### src/hdl/periph_bridge_defines.svh
// ----------------------------------------------------------
// Peripheral bridge defines
// Slot count, accelerator address map and bus widths
// ----------------------------------------------------------

`ifndef PERIPH_BRIDGE_DEFINES_SVH
`define PERIPH_BRIDGE_DEFINES_SVH

// ----------------------------------------------------------
// Slot layout
// ----------------------------------------------------------

// Accelerator slots behind the bridge
`define PB_NUM_SLOTS 3

// Slot 0 window base, later slots follow back to back
`define PB_BASE_ADDR 32'h8004_0000

// Each window is 64 KiB
`define PB_SLOT_SPAN_BITS 16

// ----------------------------------------------------------
// Bus widths
// ----------------------------------------------------------

`define PB_DATA_W 32

// Register offset seen by the APB peripheral
`define PB_APB_ADDR_W 12

`endif

### src/hdl/bus_pkg.sv
// ----------------------------------------------------------
// Manager bus types
// Request and response bundles of the system bus manager port
// ----------------------------------------------------------

`include "periph_bridge_defines.svh"

package bus_pkg;

  // ----------------------------------------------------------
  // Request from the manager
  // ----------------------------------------------------------

  // Strobes are single-cycle pulses
  // Address and write data hold until the response
  typedef struct packed {
    logic [31:0]            addr;
    logic [`PB_DATA_W-1:0]  wdata;
    logic                   rd_req;
    logic                   wr_req;
  } mgr_req_t;

  // ----------------------------------------------------------
  // Response to the manager
  // ----------------------------------------------------------

  // One response pulse per request, for reads and writes alike
  // Read data is only meaningful in the pulse cycle
  typedef struct packed {
    logic [`PB_DATA_W-1:0]  rdata;
    logic                   rsp;
  } mgr_rsp_t;

endpackage

### src/hdl/apb_pkg.sv
// ----------------------------------------------------------
// APB types
// Peripheral-side request, response and bridge state encoding
// ----------------------------------------------------------

`include "periph_bridge_defines.svh"

package apb_pkg;

  // Signals driven by the bridge toward the peripheral
  typedef struct packed {
    logic [`PB_APB_ADDR_W-1:0]  paddr;
    logic                       psel;
    logic                       penable;
    logic                       pwrite;
    logic [`PB_DATA_W-1:0]      pwdata;
  } apb_req_t;

  // Signals returned by the peripheral
  typedef struct packed {
    logic [`PB_DATA_W-1:0]  prdata;
    logic                   pready;
  } apb_rsp_t;

  // Bridge sequencer states
  typedef enum logic [1:0] {
    APB_IDLE,
    APB_SETUP,
    APB_ACCESS
  } apb_state_e;

endpackage

### src/hdl/region_decoder.sv
// ----------------------------------------------------------
// Region decoder
// Steers manager strobes to the slot owning the address
// ----------------------------------------------------------

`timescale 1ns/1ps

`include "periph_bridge_defines.svh"

module region_decoder
  import bus_pkg::*;
(
  input  logic                          clock_i,
  input  logic                          reset_i,
  input  mgr_req_t                      mgr_req_i,
  output mgr_req_t [`PB_NUM_SLOTS-1:0]  slot_req_o,
  output logic                          unmapped_o
);

  localparam int unsigned win_w = 32 - `PB_SLOT_SPAN_BITS;
  localparam logic [31:0] base_addr = `PB_BASE_ADDR;

  logic [`PB_NUM_SLOTS-1:0] hit;
  logic                     strobe;
  logic                     unmapped_q;

  assign strobe = mgr_req_i.rd_req | mgr_req_i.wr_req;

  // ----------------------------------------------------------
  // Window match and strobe steering
  // ----------------------------------------------------------

  always_comb begin
    logic [win_w-1:0] slot_base;
    for (int n = 0; n < `PB_NUM_SLOTS; n++) begin
      slot_base = base_addr[31:`PB_SLOT_SPAN_BITS] + win_w'(n);
      hit[n] = (mgr_req_i.addr[31:`PB_SLOT_SPAN_BITS] == slot_base);
      // Address and data fan out, strobes only to the owner
      slot_req_o[n]        = mgr_req_i;
      slot_req_o[n].rd_req = mgr_req_i.rd_req & hit[n];
      slot_req_o[n].wr_req = mgr_req_i.wr_req & hit[n];
    end
  end

  // ----------------------------------------------------------
  // Unmapped access
  // ----------------------------------------------------------

  // Answered one cycle after the strobe
  always_ff @(posedge clock_i or posedge reset_i) begin
    if (reset_i) begin
      unmapped_q <= 1'b0;
    end else begin
      unmapped_q <= strobe & ~(|hit);
    end
  end

  assign unmapped_o = unmapped_q;

endmodule

### src/hdl/apb_slot_bridge.sv
// ----------------------------------------------------------
// APB slot bridge
// Converts one manager request into an APB setup/access
// transfer and latches the peripheral interrupt edge
// ----------------------------------------------------------

`timescale 1ns/1ps

`include "periph_bridge_defines.svh"

module apb_slot_bridge
  import bus_pkg::*, apb_pkg::*;
(
  input  logic      clock_i,
  input  logic      reset_i,
  input  mgr_req_t  slot_req_i,
  output mgr_rsp_t  slot_rsp_o,
  output apb_req_t  apb_req_o,
  input  apb_rsp_t  apb_rsp_i,
  input  logic      periph_irq_i,
  input  logic      irq_ack_i,
  output logic      irq_pending_o
);

  apb_state_e                 state_q;
  apb_state_e                 state_d;
  logic [`PB_APB_ADDR_W-1:0]  paddr_q;
  logic [`PB_DATA_W-1:0]      pwdata_q;
  logic                       pwrite_q;
  logic                       strobe;
  logic                       done;
  logic                       irq_q;
  logic                       pending_q;

  assign strobe = slot_req_i.rd_req | slot_req_i.wr_req;
  assign done   = (state_q == APB_ACCESS) & apb_rsp_i.pready;

  // ----------------------------------------------------------
  // Transfer sequencer
  // ----------------------------------------------------------

  always_comb begin
    state_d = state_q;
    case (state_q)
      APB_IDLE:   if (strobe) state_d = APB_SETUP;
      APB_SETUP:  state_d = APB_ACCESS;
      // Wait states while pready is low
      APB_ACCESS: if (apb_rsp_i.pready) state_d = APB_IDLE;
      default:    state_d = APB_IDLE;
    endcase
  end

  always_ff @(posedge clock_i or posedge reset_i) begin
    if (reset_i) begin
      state_q <= APB_IDLE;
    end else begin
      state_q <= state_d;
    end
  end

  // Capture the request, held stable for the whole transfer
  always_ff @(posedge clock_i) begin
    if (state_q == APB_IDLE && strobe) begin
      paddr_q  <= slot_req_i.addr[`PB_APB_ADDR_W-1:0];
      pwdata_q <= slot_req_i.wdata;
      pwrite_q <= slot_req_i.wr_req;
    end
  end

  assign apb_req_o.paddr   = paddr_q;
  assign apb_req_o.psel    = (state_q != APB_IDLE);
  assign apb_req_o.penable = (state_q == APB_ACCESS);
  assign apb_req_o.pwrite  = pwrite_q;
  assign apb_req_o.pwdata  = pwdata_q;

  // Response in the completing access cycle
  assign slot_rsp_o.rsp   = done;
  assign slot_rsp_o.rdata = apb_rsp_i.prdata;

  // ----------------------------------------------------------
  // Interrupt pending latch
  // ----------------------------------------------------------

  // New edge takes priority over a same-cycle acknowledge
  always_ff @(posedge clock_i or posedge reset_i) begin
    if (reset_i) begin
      irq_q     <= 1'b0;
      pending_q <= 1'b0;
    end else begin
      irq_q <= periph_irq_i;
      if (periph_irq_i & ~irq_q) begin
        pending_q <= 1'b1;
      end else if (irq_ack_i) begin
        pending_q <= 1'b0;
      end
    end
  end

  assign irq_pending_o = pending_q;

endmodule

### src/hdl/response_merger.sv
// ----------------------------------------------------------
// Response merger
// Folds slot and unmapped responses into one manager response
// ----------------------------------------------------------

`timescale 1ns/1ps

`include "periph_bridge_defines.svh"

module response_merger
  import bus_pkg::*;
(
  input  mgr_rsp_t [`PB_NUM_SLOTS-1:0]  slot_rsp_i,
  input  logic                          unmapped_i,
  output mgr_rsp_t                      mgr_rsp_o
);

  logic                   rsp;
  logic [`PB_DATA_W-1:0]  rdata;

  // ----------------------------------------------------------
  // Merge
  // ----------------------------------------------------------

  // At most one source pulses at a time since only one
  // transaction is outstanding
  always_comb begin
    rsp   = unmapped_i;
    rdata = '0;
    for (int n = 0; n < `PB_NUM_SLOTS; n++) begin
      if (slot_rsp_i[n].rsp) begin
        rsp   = 1'b1;
        rdata = rdata | slot_rsp_i[n].rdata;
      end
    end
  end

  // Unmapped accesses fall through with zero data
  assign mgr_rsp_o.rsp   = rsp;
  assign mgr_rsp_o.rdata = rdata;

endmodule

### src/hdl/periph_bridge_top.sv
// ----------------------------------------------------------
// Peripheral bridge top
// Decoder, one APB bridge per accelerator slot and the
// response merger toward the manager
// ----------------------------------------------------------

`timescale 1ns/1ps

`include "periph_bridge_defines.svh"

module periph_bridge_top
  import bus_pkg::*, apb_pkg::*;
(
  input  logic                          clock_i,
  input  logic                          reset_i,

  // Manager port
  input  mgr_req_t                      mgr_req_i,
  output mgr_rsp_t                      mgr_rsp_o,

  // APB peripherals
  output apb_req_t [`PB_NUM_SLOTS-1:0]  apb_req_o,
  input  apb_rsp_t [`PB_NUM_SLOTS-1:0]  apb_rsp_i,

  // Interrupts
  input  logic [`PB_NUM_SLOTS-1:0]      periph_irq_i,
  input  logic [`PB_NUM_SLOTS-1:0]      irq_ack_i,
  output logic [`PB_NUM_SLOTS-1:0]      irq_pending_o
);

  mgr_req_t [`PB_NUM_SLOTS-1:0] slot_req;
  mgr_rsp_t [`PB_NUM_SLOTS-1:0] slot_rsp;
  logic                         unmapped;

  // ----------------------------------------------------------
  // Address decode
  // ----------------------------------------------------------

  region_decoder i_region_decoder (
    .clock_i    (clock_i),
    .reset_i    (reset_i),
    .mgr_req_i  (mgr_req_i),
    .slot_req_o (slot_req),
    .unmapped_o (unmapped)
  );

  // ----------------------------------------------------------
  // Accelerator slots
  // ----------------------------------------------------------

  for (genvar n = 0; n < `PB_NUM_SLOTS; n++) begin : g_slot
    apb_slot_bridge i_apb_slot_bridge (
      .clock_i       (clock_i),
      .reset_i       (reset_i),
      .slot_req_i    (slot_req[n]),
      .slot_rsp_o    (slot_rsp[n]),
      .apb_req_o     (apb_req_o[n]),
      .apb_rsp_i     (apb_rsp_i[n]),
      .periph_irq_i  (periph_irq_i[n]),
      .irq_ack_i     (irq_ack_i[n]),
      .irq_pending_o (irq_pending_o[n])
    );
  end

  // Single response path back to the manager
  response_merger i_response_merger (
    .slot_rsp_i (slot_rsp),
    .unmapped_i (unmapped),
    .mgr_rsp_o  (mgr_rsp_o)
  );

endmodule

### config.mk
export PLATFORM = sky130hd
export DESIGN_NAME = periph_bridge_top
export DESIGN_NICKNAME = d
export VERILOG_FILES = /design/src/hdl/bus_pkg.sv /design/src/hdl/apb_pkg.sv /design/src/hdl/region_decoder.sv /design/src/hdl/apb_slot_bridge.sv /design/src/hdl/response_merger.sv /design/src/hdl/periph_bridge_top.sv
export VERILOG_INCLUDE_DIRS = /design/src /design/src/hdl
export SDC_FILE = /design/constraint.sdc
export NUM_CORES = 1
export LEC_CHECK = 0
export ABC_AREA = 0
export BUFFER_PORTS_ARGS = -buffer_cell sky130_fd_sc_hd__buf_2
export CAP_MARGIN = 15
export CORE_AREA = 2 2 136 138
export CTS_CLUSTER_SIZE = 28
export DETAILED_ROUTE_END_ITERATION = 10
export DIE_AREA = 0 0 138 140
export SLEW_MARGIN = 20
export SYNTH_ARGS = -nofsm -noshare
export SYNTH_HDL_FRONTEND = slang
export SYNTH_SLANG_ARGS = --single-unit
### constraint.sdc
create_clock -name clock_i -period 3.9 [get_ports clock_i]
set_input_delay 0.195 -clock clock_i [delete_from_list [all_inputs] [get_ports clock_i]]
set_output_delay 0.195 -clock clock_i [all_outputs]
set_load 0.05 [all_outputs]
==> qor.txt <==
Outcome: completed
Largest net degree at the start of global routing: 46
Seq cells post-synth: 148
YS warnings: 0
WHS: 0.0625 ns
Number of port buffers: 345
Dominant cells by area after synthesis: edfxtp_1 77%, dfrtp_1 6.2%, a222oi_1 6.1%
Critical Path Max Stage Delay: 0.66 ns
Die Wd: 138 um
Worst-Margin Slew: 0.679 ns
Vias in the first global route: 4754
Core ar.: 17800 um2
Worst-path clk slew: 0.06 ns
Post-DR vias/cell: 4.62
Clock Tree Root: clkbuf_16
Layout cells sized above 1: 56.2%
Worst hold stages: 3
Worst path required time: 3.70 ns
Worst r2r path cells: 3
Fin crit share: 59.8%
Initial DRC Count: 313
Total track usage: 17.9%
Max Cap Viol: 0
Clock Sinks: 148
Worst slack at placement: 1.46 ns
Post-route worst setup slack: 1.57 ns
Placed inst area: 7190 um2
Final instance area: 8310 um2
Worst-skew pair later-pin latency: 0.42 ns
CTS tree: yes
Synthesized area per cell: 18.8 um2
Setup TNS Final: 0 ns
Area grow syn2layout: 58.1%
Post-Synthesis Cells: 280
Antenna violations before repair: 1
Cell taking the most area after synthesis: edfxtp_1
Synth Cell Area: 5260 um2
CP Cell Sequence: and3b_2, a222oi_1, inv_1, buf_2
Final setup vio count: 0
Row count: 49
Period minus WS final: 2.33 ns
DRT antenna net count: 0
Critical-path maximum fanout: 33
Critical path endpoint category: primary output
Max IR drop VDD: 0.000324 V
CP Class: reg -> out
Max-slew violations: 0
Initial core utilization: 29.6%
Seq. cell area: 4380 um2
Crit start category: flip-flop
RSZ-0062 raised after global routing: no
Syn nets: 453
Launch point of the worst reg-to-reg path: g_slot[2].i_apb_slot_bridge.state_q[1]
Dpl hpwl: 12.2 mm
Yosys cell types: 28
Worst path slowest cell: and3b_2
Fillcell total: 1628
Worst Hold Class: in -> reg
DR WL/cell: 19.0 um
Pwr dens: 430 nW/um2
Arr. time, crit path: 2.14 ns
First-pass GRT wire length: 26.6 mm
Yosys top cell area share: 77.1%
R2R Setup Slk: 1.99 ns
Critical path's top delay family: simple AND/OR/NAND/NOR gates
Area of the multi-input gates: 634 um2
Seq/Total Area, Yosys: 83.3%
Placer Congestion: 0.930
Slew headroom: 54.7%
IO Pins: 350
Crit path depth: 4
Clk_skew: 0.0166 ns
Leakage: 3.81 nW
Critical path endpoint: mgr_rsp_o[23]
Setup bufs post-CTS: 0
Reg-to-reg endpoint: g_slot[2].i_apb_slot_bridge.pwdata_q[0]
DRC: 0
Die footprint: 19300 um2
TritonCTS Buffers: 17
FMAX: 0.429 GHz
Worst Setup SP: g_slot[0].i_apb_slot_bridge.state_q[0]
DRT Wirelength: 17.5 mm
Final net count: 852
Die Span Y: 140 um
Total power: 0.00357 W
Vias: 4264
WP buf/inv: 2
CTS max path bufs: 2
H-tree lvl count: 4
Grt total ovfl: 0
First-pass DRT Iterations: 6
Final hold vios: 0
==> layout by cell type (no fill, tap or decap), drive strengths merged, types with 2 or more instances in the layout <==
cell / synthesis / layout
buf: 17 / 348
edfxtp: 135 / 135
dlygate4sd3: 0 / 51
inv: 39 / 44
a222oi: 32 / 32
clkbuf: 2 / 17
dfrtp: 13 / 13
nor2: 7 / 7
clkinv: 0 / 6
nor3: 6 / 6
o22ai: 3 / 3
nor2b: 3 / 3
or2: 3 / 3
and3b: 3 / 3
bufinv: 0 / 3
mux2: 2 / 2
nand3b: 2 / 2
nand2: 2 / 2
nor4: 2 / 2
==> sequential cells by signal, indices dropped and copies added (netlist names) <==
name / flops
g_slot.i_apb_slot_bridge.pwrite_q: 3
g_slot.i_apb_slot_bridge.irq_q: 3
g_slot.i_apb_slot_bridge.irq_pending_o: 3
i_region_decoder.unmapped_o: 1
g_slot.i_apb_slot_bridge.pwdata_q: 96
g_slot.i_apb_slot_bridge.state_q: 6
g_slot.i_apb_slot_bridge.paddr_q: 36
==> synth_stat cells <==
master / number
nand3b_1: 2
buf_6: 4
dfrtp_1: 13
nor2b_1: 3
nor2_1: 7
mux2_2: 2
and3b_1: 3
nor4b_2: 1
nand2b_1: 1
or2_2: 3
o22ai_1: 3
nand2_1: 2
a222oi_1: 32
inv_1: 39
clkbuf_1: 2
buf_4: 7
nand4b_1: 1
and3_1: 1
and2b_1: 1
edfxtp_1: 135
or4_1: 1
buf_2: 6
nand4_1: 1
a31oi_1: 1
nor4_2: 1
nor3_1: 6
nor4_1: 1
mux2i_1: 1
==> worst min path at each step <==
stage | from | to | slack (ns)
global route | apb_rsp_i[0] | g_slot[0].i_apb_slot_bridge.state_q[1] | 0.08
detailed placement | reset_i | g_slot[0].i_apb_slot_bridge.irq_q | 0.27
CTS | apb_rsp_i[0] | g_slot[0].i_apb_slot_bridge.state_q[1] | 0.06
global placement | reset_i | g_slot[2].i_apb_slot_bridge.irq_q | 0.27
floorplan | reset_i | g_slot[0].i_apb_slot_bridge.irq_pending_o | 0.07
finish | apb_rsp_i[0] | g_slot[0].i_apb_slot_bridge.state_q[1] | 0.06
==> area by class of cell <==
type	instances	area share [%]
Antenna cell	1	0.0301
Sequential cell	148	52.7
Multi-Input combinational cell	74	7.63
Inverter	39	1.76
Tap cell	229	3.45
Timing Repair Buffer	399	27.2
Clock buffer	17	5.12
Clock inverter	15	2.12
==> where the power goes <==
group	switching, W	total, W	internal [W]
Sequential	0.00000227	0.00174	0.00173
Clock	0.000653	0.00166	0.00101
Combinational	0.0000725	0.000173	0.000100
Total	0.000728	0.00357	0.00285
==> stage by stage <==
step / cells / utilization (%)
6_report: 922 / 46.7
3_3_place_gp: 838 / 40.5
3_5_place_dp: 838 / 40.5
5_1_grt: 922 / 46.7
4_1_cts: 921 / 46.7
2_1_floorplan: 280 / -
==> routing by layer <==
| layer | track usage (%) | wire length (um) | up-vias |
|---|---|---|---|
| met5 | 0 | 0 | - |
| met4 | 7.79 | 404 | 0 |
| met3 | 8.41 | 1940 | 25 |
| met2 | 32.2 | 9230 | 264 |
| met1 | 17.7 | 5940 | 2075 |
| li1 | - | - | 1900 |
==> worst reg2reg max path, delay by kind of cell (launching register included) <==
| family | cells | cell delay (ns) |
|---|---|---|
| flops | 1 | 0.40 |
| buf+inv | 1 | 0.54 |
| simple gates | 2 | 0.55 |
==> what timing repair did <==
| item | CTS | global route |
|---|---|---|
| gates resized for setup | 0 | 0 |
| hold buffers | 51 | 0 |
| endpoints found under the hold margin | 151 | 0 |
==> kinds of logic (layout without fill, tap and decap cells) <==
group	after synthesis	count (layout)	synth area share [%]
flip-flops	148	148	83.3
buffers and inverters	58	470	5.35
AO/OA/AOI/OAI	36	36	6.57
AND/OR/NAND/NOR	35	35	4.17
multiplexers	3	3	0.619
other	0	1	0
Power figures use the tool's default switching activity.
